===== src/common/cpu_settings.svh =====
/*
  Global size settings for the 16-bit fetch/execute core.
  Include this wherever a width or a depth is needed; the types built on
  these values live in the core package.
*/
`ifndef CPU_SETTINGS_SVH
`define CPU_SETTINGS_SVH

// Data and instruction word width
`define CPU_XLEN 16

// Instruction memory depth in 16-bit words
`define CPU_IMEM_WORDS 256

// Queue entries, also the full credit count of fetch
`define CPU_QUEUE_DEPTH 4

// Architectural registers R0..R7
`define CPU_NUM_REGS 8

`endif


===== src/common/cpuPkg.sv =====
/*
  Shared types of the core: opcode and ALU encodings, the decoded packet
  that travels from fetch through the queue to exec, and the redirect and
  retire records. Import it inside the module body of any user.
*/
`default_nettype none

`include "cpu_settings.svh"

package cpuPkg;

    localparam int REG_IDX_W = $clog2(`CPU_NUM_REGS);

    typedef logic [`CPU_XLEN-1:0] wordT;
    typedef logic [REG_IDX_W-1:0] regIdxT;

    // Opcode field, bits 15:11 of the instruction
    typedef enum logic [4:0] {
        OP_HALT  = 5'b00000,
        OP_NOP   = 5'b00001,
        OP_J     = 5'b00100,
        OP_JAL   = 5'b00110,
        OP_ADDI  = 5'b01000,
        OP_BEQZ  = 5'b01100,
        OP_LBI   = 5'b11000,
        OP_RTYPE = 5'b11011,
        OP_ERR   = 5'b11111  // Any opcode outside the supported set
    } opcodeT;

    // Same encoding as the R-type function field
    typedef enum logic [1:0] {
        ALU_ADD  = 2'b00,
        ALU_SUB  = 2'b01,
        ALU_XOR  = 2'b10,
        ALU_PASS = 2'b11
    } aluOpT;

    typedef struct packed {
        wordT   pc;
        opcodeT opcode;
        aluOpT  aluOp;
        regIdxT rs;
        regIdxT rt;
        regIdxT rd;        // Destination after the Rs/Rd-R/Rd-I/R7 select
        logic   regWrite;
        logic   useImm;
        wordT   imm;       // Already sign-extended
        logic   isBranch;
        logic   isJump;
        logic   isLink;
        logic   ctrlErr;
    } instrPktT;

    typedef struct packed {
        logic valid;
        wordT target;
    } redirectT;

    typedef struct packed {
        logic   valid;
        wordT   pc;
        logic   wrEn;
        regIdxT wrReg;
        wordT   wrData;
    } retireT;

endpackage

`default_nettype wire


===== src/fetch/fetchUnit.sv =====
/*
  Fetch stage. Holds the PC, reads the instruction memory, decodes the word
  and pushes one packet per cycle into the instruction queue under credit
  flow control. Stops after a HALT or a bad opcode until a redirect or reset.
*/
`default_nettype none
`timescale 1ns/1ps

`include "cpu_settings.svh"

module fetchUnit (
    input  logic                                clk,
    input  logic                                rst,
    input  logic                                progWe,
    input  logic [$clog2(`CPU_IMEM_WORDS)-1:0] progAddr,
    input  logic [`CPU_XLEN-1:0]                progData,
    output logic                                push,
    output cpuPkg::instrPktT                    pushPkt,
    input  logic                                creditReturn,
    input  cpuPkg::redirectT                    redirect
);
    import cpuPkg::*;

    localparam int ADDR_W   = $clog2(`CPU_IMEM_WORDS);
    localparam int CREDIT_W = $clog2(`CPU_QUEUE_DEPTH + 1);
    localparam logic [CREDIT_W-1:0] FULL_CREDITS = CREDIT_W'(`CPU_QUEUE_DEPTH);

    wordT                pc;
    wordT                instr;
    instrPktT            decPkt;
    logic [CREDIT_W-1:0] credits;
    logic                stopped;   // Set by HALT or bad opcode
    logic                running;   // Low for the first cycle out of reset

    // Program port only takes effect while the core is held in reset
    instrMem InstrMem (
        .clk      (clk),
        .addr     (pc[ADDR_W:1]),  // Byte PC to word index
        .rdData   (instr),
        .progWe   (progWe & rst),
        .progAddr (progAddr),
        .progData (progData)
    );

    instrDecode Decoder (
        .instr (instr),
        .pc    (pc),
        .pkt   (decPkt)
    );

    assign push    = running && (credits != '0) && !stopped && !redirect.valid;
    assign pushPkt = decPkt;

    always_ff @(posedge clk) begin
        if (rst) begin
            pc      <= '0;
            credits <= FULL_CREDITS;
            stopped <= 1'b0;
            running <= 1'b0;
        end else begin
            running <= 1'b1;
            if (redirect.valid) begin
                // Queue is flushed on this edge, so all credits come back
                pc      <= redirect.target;
                credits <= FULL_CREDITS;
                stopped <= 1'b0;
            end else begin
                if (push) begin
                    pc <= pc + 16'd2;
                    if (decPkt.opcode == OP_HALT || decPkt.ctrlErr) begin
                        stopped <= 1'b1;
                    end
                end
                case ({push, creditReturn})
                    2'b10:   credits <= credits - 1'b1;
                    2'b01:   credits <= credits + 1'b1;
                    default: credits <= credits;  // Both or neither
                endcase
            end
        end
    end

endmodule

`default_nettype wire


===== src/fetch/instrDecode.sv =====
/*
  Combinational decoder. Turns one instruction word and its PC into a
  packet: control bits, operand and destination registers, and the
  immediate sign-extended for its format. Unknown opcodes set ctrlErr.
*/
`default_nettype none
`timescale 1ns/1ps

`include "cpu_settings.svh"

module instrDecode (
    input  logic [`CPU_XLEN-1:0] instr,
    input  logic [`CPU_XLEN-1:0] pc,
    output cpuPkg::instrPktT     pkt
);
    import cpuPkg::*;

    logic [4:0] opField;
    logic [1:0] dstSel;  // 00 Rs, 01 Rd-R, 10 R7, 11 Rd-I

    assign opField = instr[15:11];

    always_comb begin
        pkt        = '0;
        pkt.pc     = pc;
        pkt.opcode = opcodeT'(opField);
        pkt.aluOp  = ALU_PASS;
        pkt.rs     = instr[10:8];
        pkt.rt     = instr[7:5];
        dstSel     = 2'b01;
        case (opField)
            OP_HALT, OP_NOP: begin
            end
            OP_J: begin
                pkt.isJump = 1'b1;
                pkt.imm    = {{5{instr[10]}}, instr[10:0]};
            end
            OP_JAL: begin
                pkt.isJump   = 1'b1;
                pkt.isLink   = 1'b1;
                pkt.regWrite = 1'b1;
                pkt.imm      = {{5{instr[10]}}, instr[10:0]};
                dstSel       = 2'b10;
            end
            OP_ADDI: begin
                pkt.aluOp    = ALU_ADD;
                pkt.useImm   = 1'b1;
                pkt.regWrite = 1'b1;
                pkt.imm      = {{11{instr[4]}}, instr[4:0]};
                dstSel       = 2'b11;
            end
            OP_BEQZ: begin
                pkt.isBranch = 1'b1;
                pkt.imm      = {{8{instr[7]}}, instr[7:0]};
            end
            OP_LBI: begin
                pkt.useImm   = 1'b1;  // PASS forwards the immediate
                pkt.regWrite = 1'b1;
                pkt.imm      = {{8{instr[7]}}, instr[7:0]};
                dstSel       = 2'b00;
            end
            OP_RTYPE: begin
                pkt.aluOp    = aluOpT'(instr[1:0]);
                pkt.regWrite = (instr[1:0] != 2'b11);
                pkt.ctrlErr  = (instr[1:0] == 2'b11);  // No fourth function
            end
            default: begin
                pkt.opcode  = OP_ERR;
                pkt.ctrlErr = 1'b1;
            end
        endcase

        // Destination register select
        case (dstSel)
            2'b00:   pkt.rd = instr[10:8];
            2'b10:   pkt.rd = 3'd7;
            2'b11:   pkt.rd = instr[7:5];
            default: pkt.rd = instr[4:2];
        endcase
    end

endmodule

`default_nettype wire


===== src/fetch/instrMem.sv =====
/*
  Word-addressed instruction memory. Reads are asynchronous so the fetched
  word belongs to the current PC in the same cycle; the program port writes
  one word per clock.
*/
`default_nettype none
`timescale 1ns/1ps

`include "cpu_settings.svh"

module instrMem (
    input  logic                                clk,
    input  logic [$clog2(`CPU_IMEM_WORDS)-1:0] addr,
    output logic [`CPU_XLEN-1:0]                rdData,
    input  logic                                progWe,
    input  logic [$clog2(`CPU_IMEM_WORDS)-1:0] progAddr,
    input  logic [`CPU_XLEN-1:0]                progData
);

    logic [`CPU_XLEN-1:0] mem [`CPU_IMEM_WORDS];

    // Program load
    always_ff @(posedge clk) begin
        if (progWe) begin
            mem[progAddr] <= progData;
        end
    end

    assign rdData = mem[addr];  // Combinational fetch

endmodule

`default_nettype wire


===== src/hdl/cpuCore.sv =====
/*
  Top level of the core. Fetch feeds the instruction queue under credits,
  exec drains it and sends redirects back; a redirect also flushes the
  queue. Programs are loaded through the program port while rst is high.
*/
`default_nettype none
`timescale 1ns/1ps

`include "cpu_settings.svh"

module cpuCore (
    input  logic                                clk,
    input  logic                                rst,
    input  logic                                progWe,
    input  logic [$clog2(`CPU_IMEM_WORDS)-1:0] progAddr,
    input  logic [`CPU_XLEN-1:0]                progData,
    output cpuPkg::retireT                      retire,
    output logic                                halted,
    output logic                                err
);
    import cpuPkg::*;

    logic     push;
    instrPktT pushPkt;
    logic     creditReturn;
    redirectT redirect;
    logic     headValid;
    instrPktT headPkt;
    logic     pop;

    fetchUnit fetch (
        .clk          (clk),
        .rst          (rst),
        .progWe       (progWe),
        .progAddr     (progAddr),
        .progData     (progData),
        .push         (push),
        .pushPkt      (pushPkt),
        .creditReturn (creditReturn),
        .redirect     (redirect)
    );

    instrQueue #(
        .T     (instrPktT),
        .DEPTH (`CPU_QUEUE_DEPTH)
    ) queue (
        .clk          (clk),
        .rst          (rst),
        .flush        (redirect.valid),
        .push         (push),
        .pushData     (pushPkt),
        .pop          (pop),
        .headValid    (headValid),
        .headData     (headPkt),
        .creditReturn (creditReturn)
    );

    execUnit exec (
        .clk       (clk),
        .rst       (rst),
        .headValid (headValid),
        .headPkt   (headPkt),
        .pop       (pop),
        .redirect  (redirect),
        .retire    (retire),
        .halted    (halted),
        .err       (err)
    );

endmodule

`default_nettype wire


===== src/hdl/execUnit.sv =====
/*
  Execute stage. Pops the queue head, reads the register file, runs the ALU
  and writes back in one cycle. Taken branches and jumps raise a registered
  redirect; the retire record follows the pop by one cycle. HALT or a bad
  opcode stops all further popping.
*/
`default_nettype none
`timescale 1ns/1ps

`include "cpu_settings.svh"

module execUnit (
    input  logic             clk,
    input  logic             rst,
    input  logic             headValid,
    input  cpuPkg::instrPktT headPkt,
    output logic             pop,
    output cpuPkg::redirectT redirect,
    output cpuPkg::retireT   retire,
    output logic             halted,
    output logic             err
);
    import cpuPkg::*;

    wordT regFile [`CPU_NUM_REGS];
    wordT opA;
    wordT opB;
    wordT aluOut;
    wordT wrData;
    wordT seqPc;
    wordT target;
    logic taken;
    logic wrEn;
    logic stopNow;

    // Nothing pops while a redirect flushes the wrong path
    assign pop = headValid && !halted && !redirect.valid;

    assign opA = regFile[headPkt.rs];
    assign opB = headPkt.useImm ? headPkt.imm : regFile[headPkt.rt];

    always_comb begin
        case (headPkt.aluOp)
            ALU_ADD: aluOut = opA + opB;
            ALU_SUB: aluOut = opA - opB;  // Rs minus Rt
            ALU_XOR: aluOut = opA ^ opB;
            default: aluOut = opB;
        endcase
    end

    assign seqPc   = headPkt.pc + 16'd2;
    assign target  = seqPc + headPkt.imm;
    assign wrData  = headPkt.isLink ? seqPc : aluOut;  // JAL links to PC+2
    assign taken   = headPkt.isJump || (headPkt.isBranch && (opA == '0));
    assign stopNow = (headPkt.opcode == OP_HALT) || headPkt.ctrlErr;
    assign wrEn    = headPkt.regWrite && !headPkt.ctrlErr;

    always_ff @(posedge clk) begin
        if (rst) begin
            retire   <= '0;
            redirect <= '0;
            halted   <= 1'b0;
            err      <= 1'b0;
            for (int i = 0; i < `CPU_NUM_REGS; i++) begin
                regFile[i] <= '0;
            end
        end else begin
            retire.valid   <= pop;
            redirect.valid <= pop && taken;
            if (pop) begin
                retire.pc       <= headPkt.pc;
                retire.wrEn     <= wrEn;
                retire.wrReg    <= headPkt.rd;
                retire.wrData   <= wrData;
                redirect.target <= target;
                if (wrEn) begin
                    regFile[headPkt.rd] <= wrData;
                end
                if (stopNow) halted <= 1'b1;
                if (headPkt.ctrlErr) err <= 1'b1;
            end
        end
    end

endmodule

`default_nettype wire


===== src/hdl/instrQueue.sv =====
/*
  Circular FIFO, generic over its payload type. A pushed entry shows at the
  head on the next cycle. Every pop returns one credit to the producer in
  the same cycle; flush drops all entries and any push on that edge.
*/
`default_nettype none
`timescale 1ns/1ps

module instrQueue #(
    parameter type T     = logic,
    parameter int  DEPTH = 4
) (
    input  logic clk,
    input  logic rst,
    input  logic flush,
    input  logic push,
    input  T     pushData,
    input  logic pop,
    output logic headValid,
    output T     headData,
    output logic creditReturn
);

    localparam int PTR_W = (DEPTH > 1) ? $clog2(DEPTH) : 1;

    T                 buffer [DEPTH];
    logic [PTR_W-1:0] rdPtr;
    logic [PTR_W-1:0] wrPtr;
    logic [PTR_W:0]   count;
    logic             doPush;
    logic             doPop;

    function automatic logic [PTR_W-1:0] nextPtr(input logic [PTR_W-1:0] p);
        return (p == PTR_W'(DEPTH - 1)) ? '0 : p + 1'b1;
    endfunction

    assign headValid    = (count != '0);
    assign headData     = buffer[rdPtr];
    assign doPush       = push && !flush && (count != (PTR_W + 1)'(DEPTH));
    assign doPop        = pop && headValid;
    assign creditReturn = doPop;

    always_ff @(posedge clk) begin
        if (doPush) begin
            buffer[wrPtr] <= pushData;
        end
    end

    always_ff @(posedge clk) begin
        if (rst || flush) begin
            rdPtr <= '0;
            wrPtr <= '0;
            count <= '0;
        end else begin
            if (doPush) wrPtr <= nextPtr(wrPtr);
            if (doPop)  rdPtr <= nextPtr(rdPtr);
            case ({doPush, doPop})
                2'b10:   count <= count + 1'b1;
                2'b01:   count <= count - 1'b1;
                default: count <= count;
            endcase
        end
    end

endmodule

`default_nettype wire


===== config.mk =====
export PLATFORM = sky130hd
export DESIGN_NAME = cpuCore
export DESIGN_NICKNAME = d
export VERILOG_FILES = /design/src/common/cpuPkg.sv /design/src/fetch/fetchUnit.sv /design/src/fetch/instrDecode.sv /design/src/fetch/instrMem.sv /design/src/hdl/cpuCore.sv /design/src/hdl/execUnit.sv /design/src/hdl/instrQueue.sv
export VERILOG_INCLUDE_DIRS = /design/src /design/src/common
export SDC_FILE = /design/constraint.sdc
export NUM_CORES = 2
export LEC_CHECK = 0
export BUFFER_PORTS_ARGS = -buffer_cell sky130_fd_sc_hd__clkbuf_2
export CAP_MARGIN = 20
export CORE_MARGIN = 2
export CORE_UTILIZATION = 47
export DETAILED_ROUTE_END_ITERATION = 6
export PLACE_DENSITY_LB_ADDON = 0.3
export SETUP_SLACK_MARGIN = 0.4
export SYNTH_ARGS = -nofsm -noshare
export SYNTH_HDL_FRONTEND = slang
export SYNTH_MEMORY_MAX_BITS = 65536
export SYNTH_SLANG_ARGS = --single-unit

===== constraint.sdc =====
create_clock -name clk -period 6.95 [get_ports clk]
set_clock_uncertainty 0.15 [all_clocks]
set_input_delay 0.3475 -clock clk [delete_from_list [all_inputs] [get_ports clk]]
set_output_delay 0.3475 -clock clk [all_outputs]
set_load 0.01 [all_outputs]

==> key figures <==
Status
  – Outcome: finished, violations left
  – Failing checks: DRC

Final layout
  – Finished Layout Cells: 13800
  – Layout cell share with drive strength beyond 1: 30.8%
  – Synthesis-to-layout area growth: 13.4%
  – Final Core Density: 53.5%
  – Fill cells: 28100
  – Final instance area: 201000 µm²
  – Final net count: 8492

Clock network
  – Clock slew seen by the registers of the worst setup and hold paths: 0.06 ns
  – H-tree depth: 5
  – Num CTS Buffers: 447
  – Worst-skew pair later-pin latency: 0.99 ns
  – Clock tree buffer depth: 4
  – CTS Sinks: 4514
  – Root Driver: clkbuf_16
  – CTS tree: built

GRT
  – GR Util met3: 3.76%
  – First-pass GRT wire length: 630 mm
  – Overflow after GRT: 0
  – Vias in the first global route: 85000
  – Largest net degree at the start of global routing: 164
  – Gr usage total: 23.0%
  – Initial antenna violation count: 31
  – Most Crowded Layer GR: met2
  – Met2 usage: 36.6%
  – Met1 Usage GRT: 33.4%

Timing
  – Setup_tns: 0 ns
  – Slew headroom: 19.2%
  – Slew @ Worst Pin: 1.21 ns
  – Unrepaired setup endpoints after global routing: no
  – Final min period: 6.27 ns
  – Setup-failing EPs final: 0
  – Final hold vios: 0
  – Max-slew violation count: 0
  – Final period util: 90.2%
  – Peak Freq: 159 MHz

Place
  – DP Area: 186000 µm²
  – GP Congestion: 0.834
  – IO buf count: 65
  – Placed cell count: 12900
  – Dpl hpwl: 265 mm

Worst setup path
  – Crit path required time: 7.70 ns
  – Crit Path Max Fanout: 13
  – Slowest-stage cell, CP: mux4_4
  – CP dominant cell by count: buf_4
  – Worst setup SP type: flip-flop
  – CP Capture Type: flip-flop
  – Critical-path cell list: mux4_4 -> buf_4 -> mux2i_1 -> mux2i_1 -> a222oi_1 -> ha_1 -> nand2_1 -> o21ai_0 -> inv_1 -> ha_1 -> nor2b_1 -> o21ai_0 -> a21oi_1 -> o31a_1 -> o21a_1 -> o2111a_1 -> or4_1 -> a41oi_1 -> o31ai_4 -> buf_4 -> buf_4 -> a31oi_1
  – Slowest stage delay, CP: 0.74 ns
  – Crit path DAT: 7.02 ns
  – Critical path class: flip-flop to flip-flop

Pwr
  – Logic gate share of total power: 24.2%
  – Peak supply drop: 0.252 mV
  – Clock Power Share: 32.8%
  – PwrDens: 356 nW/µm²
  – Int Power: 0.0514 W
  – Net load switching power: 0.0201 W
  – Flop pwr share: 43.0%
  – Total power: 0.0715 W
  – P_leak: 61.4 nW
  – Switching part of the total power: 28.1%

Synthesis
  – Warnings from Yosys: 0
  – Post-synthesis cell count: 7863
  – Most used DFF post-synth: edfxtp_1
  – Sequential-to-total area share from yosys stat: 76.0%
  – Seq cells post-synth: 4514
  – Yosys cell types: 77
  – Ranking of synthesized cells by area: edfxtp_1 75%, mux4_2 18%, dfxtp_1 1.1%, nor2_1 1.1%, mux2i_1 0.91%
  – Cell Area, Synth: 177000 µm²
  – Yosys top cell area share: 74.9%
  – Synth Net Count: 7934
  – Async set or reset register ratio after synthesis: 0%
  – Post-synth EDFFs: 4420
  – Post-synth top area cell: edfxtp_1
  – Mean Syn Cell Area: 22.5 µm²

Drt
  – DRT Wirelength: 442 mm
  – DRC viols: 3
  – Via count: 85200
  – Antenna-violating nets left: 0
  – Drt via density: 6.17
  – Initial DRC Count: 11500
  – Per-cell routed wire length: 32.0 µm
  – Drt first pass iters: 7

Die
  – # IOs: 66
  – DIE AREA: 382000 µm²
  – Core area: 376000 µm²
  – Die Height: 618 µm
  – Starting Density: 47.2%
  – Rows: 225
  – Die width: 618 µm

Hold path
  – Worst hold-check path type: input pin to flip-flop

Flow run
  – Max-cap violations: 0
[sequential cells by signal, indices dropped and copies added (netlist names), 2 cells and up, named ones only]
register	flops
fetch.pc	16
queue.rdPtr	2
queue.count	3
queue.wrPtr	2
queue.buffer	196
exec.retire	37
exec.regFile	128
fetch.InstrMem.mem	4096
fetch.credits	3
exec.redirect	17
[metrics by stage]
stage	worst slack (ns)	hold WS [ns]
after global routing	0.413	0.106
after detailed placement	0.416	0.295
after global placement	0.391	0.293
after floorplan	1.24	0.282
after CTS	0.506	0.0368
final	0.680	0.0112
[critical path, delay by kind of cell (launching register included)]
kind | cells | cell delay, ns
buffers and inverters | 4 | 0.61
DFF | 1 | 0.50
adders and majority gates | 2 | 0.58
AOI/OAI and AO/OA | 10 | 2.60
muxes | 3 | 1.04
and+or+nand+nor | 3 | 0.71
[path summary, 6_finish.rpt]
kind	start	endpoint	slack [ns]	cells past startpoint
worst max-delay path	flip-flop	exec.retire[15]	0.68	22
worst min-delay path	progData[6]	fetch.InstrMem.mem[229][6]	0.01	1
worst max register to register	flip-flop	exec.retire[15]	0.68	22
worst min register to register	exec.redirect[9]	exec.redirect[9]	0.30	2
[routing by layer]
metal  share of wire (%)  up-vias  wire, µm
met3                 8.9      647     39500
li1                    -    34400         -
met2                  48     4129    212000
met1                  40    46000    177000
met5               0.046        -       201
met4                 2.9        6     12800
[power groups by stage]
stage,Combinational [W],Sequential (W),Clock [W]
6_report,0.0173,0.0307,0.0235
3_5_place_dp,0.0172,0.0313,0
4_1_cts,0.0173,0.0307,0.0238
2_1_floorplan,0.0121,0.0312,0
5_1_grt,0.0184,0.0308,0.0248
3_3_place_gp,0.0171,0.0313,0
[cells in the final DEF, fill, tap and decap left out, types with 49 or more instances in the layout]
master | netlist | layout
a21oi_1 | 125 | 125
nand2_1 | 167 | 167
edfxtp_1 | 4420 | 4420
clkbuf_16 | 0 | 457
clkinv_2 | 0 | 88
nor2_2 | 0 | 118
nor2_1 | 499 | 381
mux4_2 | 1398 | 1397
clkbuf_1 | 184 | 102
dfxtp_1 | 94 | 85
clkinv_1 | 3 | 111
mux2i_1 | 161 | 161
buf_4 | 63 | 377
clkbuf_2 | 0 | 49
[logic make-up (layout without fill, tap and decap cells)]
logic type / after synthesis / in the layout / share of synthesized area [%]
mux: 1568 / 1568 / 18.7
simple gates: 869 / 869 / 2.10
compound gates: 312 / 312 / 1.14
other cells: 0 / 7 / 0
buf+inv: 488 / 1428 / 1.39
xor+xnor: 68 / 68 / 0.336
flops: 4514 / 4514 / 76.0
fa+ha+maj: 44 / 44 / 0.328
[cell usage after synthesis (all sizes together), types with 15 or more instances]
| master | instances |
|---|---|
| nand4 | 23 |
| xnor2 | 33 |
| ha | 40 |
| nand3 | 35 |
| o21ai | 54 |
| inv | 49 |
| and3 | 15 |
| a21oi | 125 |
| a211oi | 20 |
| edfxtp | 4420 |
| nand2 | 167 |
| nor2b | 26 |
| mux4 | 1398 |
| clkbuf | 184 |
| nor3 | 35 |
| xor2 | 35 |
| mux2i | 161 |
| and2 | 16 |
| dfxtp | 94 |
| nor2 | 499 |
| buf | 252 |
[what timing repair did]
action                                 in CTS  in global routing
endpoints found under the hold margin     875                 72
hold buffers                               19                  2
pin swaps                                   0                  1
setup buffers                               0                  6
resized for setup                           1                  1
setup endpoints to repair                   2                 10
[final cells by class]
type	instances	area [µm²]	share of cell area, %
Antenna cell	7	17.5	0.00872
Clock buffer	564	11900	5.92
Clock inverter	267	2340	1.16
Inverter	52	195	0.0972
Multi-Input combinational cell	2861	40500	20.1
Sequential cell	4514	135000	67.0
Tap cell	4994	6250	3.11
Timing Repair Buffer	545	5060	2.52
Power figures use the tool's default switching activity.
